<file path="src/source/ej32_pkg.sv">
//////////////////////////////////////////////////
// shared types and constants for the eJ32 style
// arithmetic unit, imported by every RTL module
//////////////////////////////////////////////////
`default_nettype none

package ej32_pkg;

    localparam int DSZ        = 32;     // data width
    localparam int SS_DEPTH   = 32;     // stack entries incl. tos
    localparam int SP_W       = 6;      // depth counter, counts 0..SS_DEPTH
    localparam int DIV_CYCLES = 32;     // one iteration per quotient bit
    localparam int DIV_CNT_W  = $clog2(DIV_CYCLES + 1);

    // apb register map
    localparam logic [3:0] REG_INSTR  = 4'h0;  // wo: opcode, imm0, imm1
    localparam logic [3:0] REG_TOS    = 4'h4;  // ro
    localparam logic [3:0] REG_NOS    = 4'h8;  // ro
    localparam logic [3:0] REG_STATUS = 4'hC;  // ro: depth in [5:0]

    // java bytecode values, only the supported subset
    typedef enum logic [7:0] {
        aconst_null = 8'h01,
        iconst_m1   = 8'h02,
        iconst_0    = 8'h03,
        iconst_1    = 8'h04,
        iconst_2    = 8'h05,
        iconst_3    = 8'h06,
        iconst_4    = 8'h07,
        iconst_5    = 8'h08,
        bipush      = 8'h10,
        sipush      = 8'h11,
        pop         = 8'h57,
        dup         = 8'h59,
        swap        = 8'h5f,
        iadd        = 8'h60,
        isub        = 8'h64,
        imul        = 8'h68,
        idiv        = 8'h6c,
        irem        = 8'h70,
        ineg        = 8'h74,
        ishl        = 8'h78,
        ishr        = 8'h7a,
        iushr       = 8'h7c,
        iand        = 8'h7e,
        ior         = 8'h80,
        ixor        = 8'h82
    } opcode_t;

    typedef enum logic [1:0] {s_nop, s_push, s_pop, s_move} stack_op_t;

    typedef struct packed {
        logic       valid;
        opcode_t    code;
        logic [1:0] phase;
        logic [7:0] imm0;
        logic [7:0] imm1;
    } au_cmd_t;                         // port -> core, 27 bits

    typedef struct packed {
        logic [DSZ-1:0]  tos;
        logic [DSZ-1:0]  nos;
        logic [SP_W-1:0] depth;
        logic            busy;          // phase held, divider running
        logic            last;          // final phase of the opcode
        logic            err;
        logic            done;          // final phase commits this cycle
    } au_rsp_t;                         // core -> port, 74 bits

    typedef struct packed {
        logic           start;
        logic [DSZ-1:0] dividend;
        logic [DSZ-1:0] divisor;
    } div_req_t;

    typedef struct packed {
        logic           busy;
        logic [DSZ-1:0] quotient;
        logic [DSZ-1:0] remainder;
    } div_rsp_t;

endpackage

`default_nettype wire
</file>
<file path="src/source/au_apb_port.sv">
//////////////////////////////////////////////////
// apb3 slave front end, turns an instruction write
// into command phases and holds pready until done
//////////////////////////////////////////////////
`timescale 1ns/1ps
`default_nettype none

module au_apb_port (
    input  wire                    ctl,
    input  wire                    reset_i,
    input  wire logic              psel_i,
    input  wire logic              penable_i,
    input  wire logic              pwrite_i,
    input  wire logic [3:0]        paddr_i,
    input  wire logic [31:0]       pwdata_i,
    input  wire ej32_pkg::au_rsp_t rsp_i,
    output ej32_pkg::au_cmd_t      cmd_o,
    output logic [31:0]            prdata_o,
    output logic                   pready_o,
    output logic                   pslverr_o
);
    import ej32_pkg::*;

    typedef enum logic [1:0] {st_idle, st_issue, st_respond} state_t;

    state_t      state;
    logic [1:0]  phase;                 // current instruction phase
    logic [23:0] word_q;                // latched opcode + immediates
    logic        err_q;                 // error response pending
    logic        setup;
    logic        instr_wr;
    logic        rd_ok;

    assign setup    = psel_i && !penable_i;             // apb setup cycle
    assign instr_wr = pwrite_i && (paddr_i == REG_INSTR);
    assign rd_ok    = !pwrite_i && (paddr_i == REG_TOS || paddr_i == REG_NOS ||
                                    paddr_i == REG_STATUS);

    always_ff @(posedge ctl) begin
        if (reset_i) begin
            state <= st_idle;
            phase <= '0;
            err_q <= 1'b0;
        end else begin
            case (state)
                st_idle: if (setup) begin
                    phase <= '0;
                    err_q <= !(instr_wr || rd_ok);         // bad access, answer at once
                    state <= instr_wr ? st_issue : st_respond;
                end
                st_issue: begin
                    if (rsp_i.err || rsp_i.done) begin     // last phase seen
                        err_q <= rsp_i.err;
                        state <= st_respond;
                    end else if (!rsp_i.busy) begin
                        phase <= phase + 2'd1;             // next phase
                    end
                end
                st_respond: begin
                    err_q <= 1'b0;
                    state <= st_idle;
                end
                default: state <= st_idle;
            endcase
        end
    end

    // instruction payload, captured in the setup cycle
    always_ff @(posedge ctl) begin
        if (state == st_idle && setup && instr_wr) begin
            word_q <= pwdata_i[23:0];
        end
    end

    assign cmd_o.valid = (state == st_issue);
    assign cmd_o.code  = opcode_t'(word_q[7:0]);
    assign cmd_o.phase = phase;
    assign cmd_o.imm0  = word_q[15:8];
    assign cmd_o.imm1  = word_q[23:16];

    assign pready_o  = (state == st_respond);
    assign pslverr_o = err_q;               // only set while responding

    // read mux, core state is stable while no instruction runs
    always_comb begin
        case (paddr_i)
            REG_TOS:    prdata_o = rsp_i.tos;
            REG_NOS:    prdata_o = rsp_i.nos;
            REG_STATUS: prdata_o = {{(32-SP_W){1'b0}}, rsp_i.depth};
            default:    prdata_o = '0;
        endcase
    end

endmodule

`default_nettype wire

</file>
<file path="src/source/au_core.sv">
//////////////////////////////////////////////////
// stack machine core, tos register plus stack array
// and depth counter, one committed phase per clock
//////////////////////////////////////////////////
`timescale 1ns/1ps
`default_nettype none

module au_core (
    input  wire                     ctl,
    input  wire                     reset_i,
    input  wire ej32_pkg::au_cmd_t  cmd_i,
    input  wire ej32_pkg::div_rsp_t div_rsp_i,
    output ej32_pkg::au_rsp_t       rsp_o,
    output ej32_pkg::div_req_t      div_req_o
);
    import ej32_pkg::*;

    logic [DSZ-1:0]  ss [SS_DEPTH];     // entries below tos, slot 0 spare
    logic [DSZ-1:0]  t;                 // tos
    logic [SP_W-1:0] depth;             // entries incl. tos
    logic [SP_W-2:0] push_idx, nos_idx;
    logic [DSZ-1:0]  s;                 // nos, zero when absent
    logic [DSZ-1:0]  t_n;               // next tos
    logic            t_x;               // tos update flag
    stack_op_t       ss_op;
    logic            last_d;
    logic [SP_W-1:0] need;              // depth required by the opcode
    logic            grow;              // opcode adds an entry
    logic            bad_op;
    logic            div_op;
    logic            err;
    logic            hold;              // waiting on divider
    logic            commit;
    logic [7:0]      k;
    logic [DSZ-1:0]  const_v, imm_b, alu_v, mul_lo, sh_l, sh_r;
    logic [4:0]      shamt;

    assign push_idx = depth[SP_W-2:0];
    assign nos_idx  = depth[SP_W-2:0] - 1'b1;  // wraps to 31 at full depth
    assign s        = (depth >= SP_W'(2)) ? ss[nos_idx] : '0;

    // constants and immediates
    assign k       = cmd_i.code - 8'd3;                 // iconst_0 -> 0
    assign const_v = (cmd_i.code == aconst_null) ? '0 : {{(DSZ-8){k[7]}}, k};
    assign imm_b   = {{(DSZ-8){cmd_i.imm0[7]}}, cmd_i.imm0};

    // multiplier and shifter
    assign mul_lo = s * t;                              // low word only
    assign shamt  = t[4:0];
    assign sh_l   = s << shamt;
    assign sh_r   = $signed(s) >>> shamt;               // sign fill for ishr

    always_comb begin
        case (cmd_i.code)
            iadd:        alu_v = s + t;
            isub:        alu_v = s - t;
            imul:        alu_v = mul_lo;
            iand:        alu_v = s & t;
            ior:         alu_v = s | t;
            ixor:        alu_v = s ^ t;
            ishl:        alu_v = sh_l;
            ishr:        alu_v = sh_r;
            iushr:       alu_v = s >> shamt;            // zero fill
            idiv:        alu_v = div_rsp_i.quotient;
            irem:        alu_v = div_rsp_i.remainder;
            default:     alu_v = '0;
        endcase
    end

    // bytecode dispatcher
    always_comb begin
        t_n    = t;
        t_x    = 1'b0;
        ss_op  = s_nop;
        last_d = 1'b1;
        need   = '0;
        grow   = 1'b0;
        bad_op = 1'b0;
        case (cmd_i.code)
            aconst_null, iconst_m1, iconst_0, iconst_1,
            iconst_2, iconst_3, iconst_4, iconst_5: begin
                t_n   = const_v;
                t_x   = 1'b1;
                ss_op = s_push;
                grow  = 1'b1;
            end
            bipush: begin
                t_n   = imm_b;
                t_x   = 1'b1;
                ss_op = s_push;
                grow  = 1'b1;
            end
            sipush: begin
                t_x = 1'b1;
                if (cmd_i.phase == 2'd0) begin
                    t_n    = imm_b;                     // high byte first
                    ss_op  = s_push;
                    grow   = 1'b1;
                    last_d = 1'b0;
                end else begin
                    t_n = {t[DSZ-9:0], cmd_i.imm1};     // merge low byte
                end
            end
            pop: begin
                t_n   = s;
                t_x   = 1'b1;
                ss_op = s_pop;
                need  = SP_W'(1);
            end
            dup: begin
                ss_op = s_push;                         // old tos becomes nos
                need  = SP_W'(1);
                grow  = 1'b1;
            end
            swap: begin
                t_n   = s;
                t_x   = 1'b1;
                ss_op = s_move;
                need  = SP_W'(2);
            end
            ineg: begin
                t_n  = '0 - t;
                t_x  = 1'b1;
                need = SP_W'(1);
            end
            iadd, isub, imul, iand, ior, ixor, ishl, ishr, iushr: begin
                t_n   = alu_v;
                t_x   = 1'b1;
                ss_op = s_pop;
                need  = SP_W'(2);
            end
            idiv, irem: begin
                need = SP_W'(2);
                if (cmd_i.phase == 2'd0) begin
                    last_d = 1'b0;                      // start only
                end else begin
                    t_n   = alu_v;
                    t_x   = 1'b1;
                    ss_op = s_pop;
                end
            end
            default: bad_op = 1'b1;                     // unsupported bytecode
        endcase
    end

    assign div_op = (cmd_i.code == idiv) || (cmd_i.code == irem);

    // checks only in phase 0, later phases were already cleared
    assign err = cmd_i.valid && (cmd_i.phase == 2'd0) &&
                 (bad_op || (depth < need) ||
                  (grow && depth == SP_W'(SS_DEPTH)) ||
                  (div_op && t == '0));
    assign hold   = cmd_i.valid && div_op && (cmd_i.phase == 2'd1) && div_rsp_i.busy;
    assign commit = cmd_i.valid && !err && !hold;

    always_ff @(posedge ctl) begin
        if (reset_i) begin
            t     <= '0;
            depth <= '0;
        end else if (commit) begin
            if (t_x) t <= t_n;
            case (ss_op)
                s_push:  depth <= depth + 1'b1;
                s_pop:   depth <= depth - 1'b1;
                default: depth <= depth;
            endcase
        end
    end

    // stack array
    always_ff @(posedge ctl) begin
        if (commit) begin
            case (ss_op)
                s_push:  ss[push_idx] <= t;
                s_move:  ss[nos_idx]  <= t;             // swap
                default: ;
            endcase
        end
    end

    assign div_req_o.start    = cmd_i.valid && div_op && (cmd_i.phase == 2'd0) && !err;
    assign div_req_o.dividend = s;
    assign div_req_o.divisor  = t;

    assign rsp_o.tos   = t;
    assign rsp_o.nos   = s;
    assign rsp_o.depth = depth;
    assign rsp_o.busy  = hold;
    assign rsp_o.last  = last_d || err;
    assign rsp_o.err   = err;
    assign rsp_o.done  = commit && last_d;

endmodule

`default_nettype wire

</file>
<file path="src/source/au_divider.sv">
//////////////////////////////////////////////////
// signed restoring divider for idiv and irem,
// busy for DIV_CYCLES clocks after start
//////////////////////////////////////////////////
`timescale 1ns/1ps
`default_nettype none

module au_divider (
    input  wire                     ctl,
    input  wire                     reset_i,
    input  wire ej32_pkg::div_req_t req_i,
    output ej32_pkg::div_rsp_t      rsp_o
);
    import ej32_pkg::*;

    logic [DIV_CNT_W-1:0] cnt;          // iterations left
    logic                 busy;
    logic [DSZ-1:0]       rem_q;        // partial remainder
    logic [DSZ-1:0]       quo_q;        // dividend shifts out, quotient in
    logic [DSZ-1:0]       dvs_q;        // divisor magnitude
    logic                 neg_q;        // signs differ
    logic                 neg_r;        // dividend negative
    logic [DSZ-1:0]       a_mag, b_mag;
    logic [DSZ:0]         rem_sh, trial;

    assign a_mag  = req_i.dividend[DSZ-1] ? '0 - req_i.dividend : req_i.dividend;
    assign b_mag  = req_i.divisor[DSZ-1]  ? '0 - req_i.divisor  : req_i.divisor;
    assign rem_sh = {rem_q, quo_q[DSZ-1]};              // shift in next bit
    assign trial  = rem_sh - {1'b0, dvs_q};

    always_ff @(posedge ctl) begin
        if (reset_i) begin
            busy <= 1'b0;
            cnt  <= '0;
        end else if (req_i.start) begin
            busy <= 1'b1;
            cnt  <= DIV_CNT_W'(DIV_CYCLES);
        end else if (busy) begin
            cnt <= cnt - 1'b1;
            if (cnt == DIV_CNT_W'(1)) busy <= 1'b0;      // last iteration
        end
    end

    always_ff @(posedge ctl) begin
        if (req_i.start) begin
            rem_q <= '0;
            quo_q <= a_mag;                             // 2^31 fits unsigned
            dvs_q <= b_mag;
            neg_q <= req_i.dividend[DSZ-1] ^ req_i.divisor[DSZ-1];
            neg_r <= req_i.dividend[DSZ-1];
        end else if (busy) begin
            if (!trial[DSZ]) begin                      // fits, keep difference
                rem_q <= trial[DSZ-1:0];
                quo_q <= {quo_q[DSZ-2:0], 1'b1};
            end else begin                              // restore
                rem_q <= rem_sh[DSZ-1:0];
                quo_q <= {quo_q[DSZ-2:0], 1'b0};
            end
        end
    end

    // sign fixup, min / -1 wraps back to min
    assign rsp_o.busy      = busy;
    assign rsp_o.quotient  = neg_q ? '0 - quo_q : quo_q;
    assign rsp_o.remainder = neg_r ? '0 - rem_q : rem_q;

endmodule

`default_nettype wire

</file>
<file path="src/source/au_top.sv">
//////////////////////////////////////////////////
// arithmetic unit top, apb port + core + divider
//////////////////////////////////////////////////
`timescale 1ns/1ps
`default_nettype none

module au_top (
    input  wire              ctl,
    input  wire              reset_i,
    input  wire logic        psel_i,
    input  wire logic        penable_i,
    input  wire logic        pwrite_i,
    input  wire logic [3:0]  paddr_i,
    input  wire logic [31:0] pwdata_i,
    output logic [31:0]      prdata_o,
    output logic             pready_o,
    output logic             pslverr_o
);
    import ej32_pkg::*;

    au_cmd_t  cmd;                      // port -> core
    au_rsp_t  rsp;                      // core -> port
    div_req_t div_req;
    div_rsp_t div_rsp;

    au_apb_port au_apb_port_i (
        .ctl       (ctl),
        .reset_i   (reset_i),
        .psel_i    (psel_i),
        .penable_i (penable_i),
        .pwrite_i  (pwrite_i),
        .paddr_i   (paddr_i),
        .pwdata_i  (pwdata_i),
        .rsp_i     (rsp),
        .cmd_o     (cmd),
        .prdata_o  (prdata_o),
        .pready_o  (pready_o),
        .pslverr_o (pslverr_o)
    );

    au_core au_core_i (
        .ctl       (ctl),
        .reset_i   (reset_i),
        .cmd_i     (cmd),
        .div_rsp_i (div_rsp),
        .rsp_o     (rsp),
        .div_req_o (div_req)
    );

    au_divider au_divider_i (
        .ctl     (ctl),
        .reset_i (reset_i),
        .req_i   (div_req),
        .rsp_o   (div_rsp)
    );

endmodule

`default_nettype wire

</file>
<file path="config.mk">
export PLATFORM = sky130hd
export DESIGN_NAME = au_top
export DESIGN_NICKNAME = d
export VERILOG_FILES = /design/src/source/ej32_pkg.sv /design/src/source/au_apb_port.sv /design/src/source/au_core.sv /design/src/source/au_divider.sv /design/src/source/au_top.sv
export SDC_FILE = /design/constraint.sdc
export NUM_CORES = 2
export LEC_CHECK = 0
export ABC_AREA = 1
export BUFFER_PORTS_ARGS = -buffer_cell sky130_fd_sc_hd__buf_2
export CAP_MARGIN = 15
export CELL_PAD_IN_SITES_DETAIL_PLACEMENT = 2
export CELL_PAD_IN_SITES_GLOBAL_PLACEMENT = 2
export CORE_UTILIZATION = 44
export CTS_CLUSTER_SIZE = 25
export DETAILED_ROUTE_END_ITERATION = 8
export HOLD_SLACK_MARGIN = 0.05
export PLACE_DENSITY = 0.84
export SYNTH_ARGS = -nofsm -noshare
export SYNTH_HDL_FRONTEND = slang
export SYNTH_HIERARCHICAL = 1
export SYNTH_SLANG_ARGS = --single-unit
export TNS_END_PERCENT = 5
</file>
<file path="constraint.sdc">
create_clock -name ctl -period 18.84 [get_ports ctl]
set_input_delay 2.826 -clock ctl [delete_from_list [all_inputs] [get_ports ctl]]
set_output_delay 2.826 -clock ctl [all_outputs]
set_load 0.01 [all_outputs]
</file>
==> impl_metrics.tcl <==
set metrics [dict create \
    status "finished clean" \
    cp-start-kind "register" \
    setup_tns_ps 0 \
    cp_slowest_stage_delay_ps 960 \
    worst_slew_margin_rel_pct 6.33 \
    worstMarginPinSlew_ps 1390 \
    end_kind "register" \
    crit_path_frequent_cell "nand2_1" \
    busiest_layer "met2" \
    met1_usage_pct 52.8 \
    ir_drop_mv 0.0948 \
    slowest_stage "dfxtp_4" \
    drt-total-wl_um 429000 \
    dieArea_mm2 0.184 \
    cts_resized 0 \
    cts_tree "built" \
    h-tree-depth 4 \
    crit_type "reg -> reg" \
    setup_violations 0 \
    avgRoutedWirePerCell_um 37.1 \
    dr.pass1.iters 6 \
    drive_above_1_share_pct 7.83 \
    clockBufferDepth 3 \
    period_share_pct 75.0 \
    vias 75400 \
    initial_core_util_pct 44.4 \
    met3_usage_pct 11.0 \
    avgViaCountPerCell 6.52 \
    fp.dieH_um 429 \
    area_delta_synth_final_pct 8.67 \
    antenna_found_initial 32 \
    synth_cells 9210 \
    synth.cell_area_mm2 0.0804 \
    maxCapViolations 0 \
    hpwl_um 267000 \
    arrival_ps 14900 \
    cts_setup_buffers 0 \
    ctsHoldBuffers 0 \
    syn_nets 9938 \
    cp.required_ps 19610 \
    initialDrtViolationCount 9128 \
    port_buffers 66 \
    cts_root_buffer "clkbuf_16" \
    grt_util_met2_pct 73.2 \
    leakagePower_nw 36.7 \
    hp-class "reg -> reg" \
    grt_use_total_pct 46.0 \
    syn_avg_cell_area_um2 8.73 \
    design_area_mm2 0.0873 \
    ant_nets 0 \
    rows 156 \
    clock.fmax_mhz 70.8 \
    gr-total-overflow 0 \
    grt_pass1_vias 81900 \
    ios 75 \
    grt_pass1_wl_um 606000 \
    insertion_delay_ps 850 \
    placedInstanceArea_mm2 0.0828 \
    maxSlewViolCount 0 \
    finalPower_mw 5.73 \
    ys.warnings.count 6 \
    rsz0062_at_grt "no" \
    cts_buffers 138 \
    fillerInstances 19500 \
    hold_viol 0 \
    period_needed_ps 14130 \
    die-width_um 429 \
    nets 9807 \
    grt_max_degree 135 \
    layout_commonest_cell "nand2_1" \
    cts.sinks 1196 \
    clock_skew_ps 78.1 \
    clkTransAtPathRegs_ps 70 \
    coreArea_mm2 0.181 \
    globalplace.congestion 0.991 \
    crit_fanout 109 \
    drcViolationCount 0 \
    layout_common_cells "nand2_1 (2478), nand3_1 (1187), edfxtp_1 (1114), inv_1 (1038), nor2_1 (635)" \
    p_per_area_mw_per_mm2 65.7 \
]
-- per-layer routing --
metal,vias up,wire length (µm),share of wire (%)
li1,30000,-,-
met1,38200,150000,35
met2,5223,196000,46
met3,1983,41000,9.6
met4,18,41800,9.7
met5,-,116,0.027
-- critical path: cells and delay by family (launching register included) --
family / cells / cell delay [ps]
and+or+nand+nor: 17 / 2450
buffers and inverters: 12 / 3670
adders and majority gates: 11 / 5100
AOI/OAI and AO/OA: 5 / 1470
DFF: 1 / 960
-- final timing paths --
kind	startpoint	depth (start not counted)	slack [ps]	to
worst max-delay path	au_core_i/depth[0]	45	4710	au_core_i/t[29]
worst max register to register	au_core_i/depth[0]	45	4710	au_core_i/t[29]
worst min register to register	au_divider_i/rem_q[15]	2	490	au_divider_i/rem_q[15]
worst min-delay path	au_divider_i/rem_q[15]	2	490	au_divider_i/rem_q[15]
-- stage by stage --
stage               utilization (%)  cells  hold WS [ps]  setup slack [ps]
floorplan                         -   9210           449             10220
global placement               45.7  11300           465              5840
global route                   48.2  11600           514              4640
finish                         48.2  11600           488              4710
CTS                            48.1  11600           490              5200
detailed placement             45.7  11300           482              5500
-- flip-flops by register name, summed over array words and instances (netlist names) --
signal,flops
au_apb_port_i/word_q,24
au_apb_port_i/phase,2
au_divider_i/quo_q,32
au_core_i/ss,1024
au_apb_port_i/pslverr_o,1
au_divider_i/neg_r,1
au_divider_i/rem_q,32
au_divider_i/cnt,6
au_core_i/t,32
au_divider_i/dvs_q,32
au_core_i/depth,6
au_divider_i/neg_q,1
au_divider_i/busy,1
au_apb_port_i/state,2
-- cell type report --
type                            instances  area, µm²  area share (%)
Antenna cell                           19       47.5          0.0544
Clock buffer                          183       3690            4.23
Multi-Input combinational cell       6379      38700            44.3
Sequential cell                      1196      35200            40.3
Timing Repair Buffer                  255       1890            2.16
Inverter                             1109       4190            4.80
Clock inverter                         69        684           0.784
Tap cell                             2370       2970            3.40
-- report_power, final --
part           internal [mW]  switching, mW  total [mW]  leakage, nW
Sequential              2.86        0.00153        2.86         10.9
Clock                   1.48           1.33        2.81         2.11
Combinational         0.0157         0.0462      0.0619         23.7
Total                   4.36           1.38        5.73         36.7
Power figures use the tool's default switching activity.
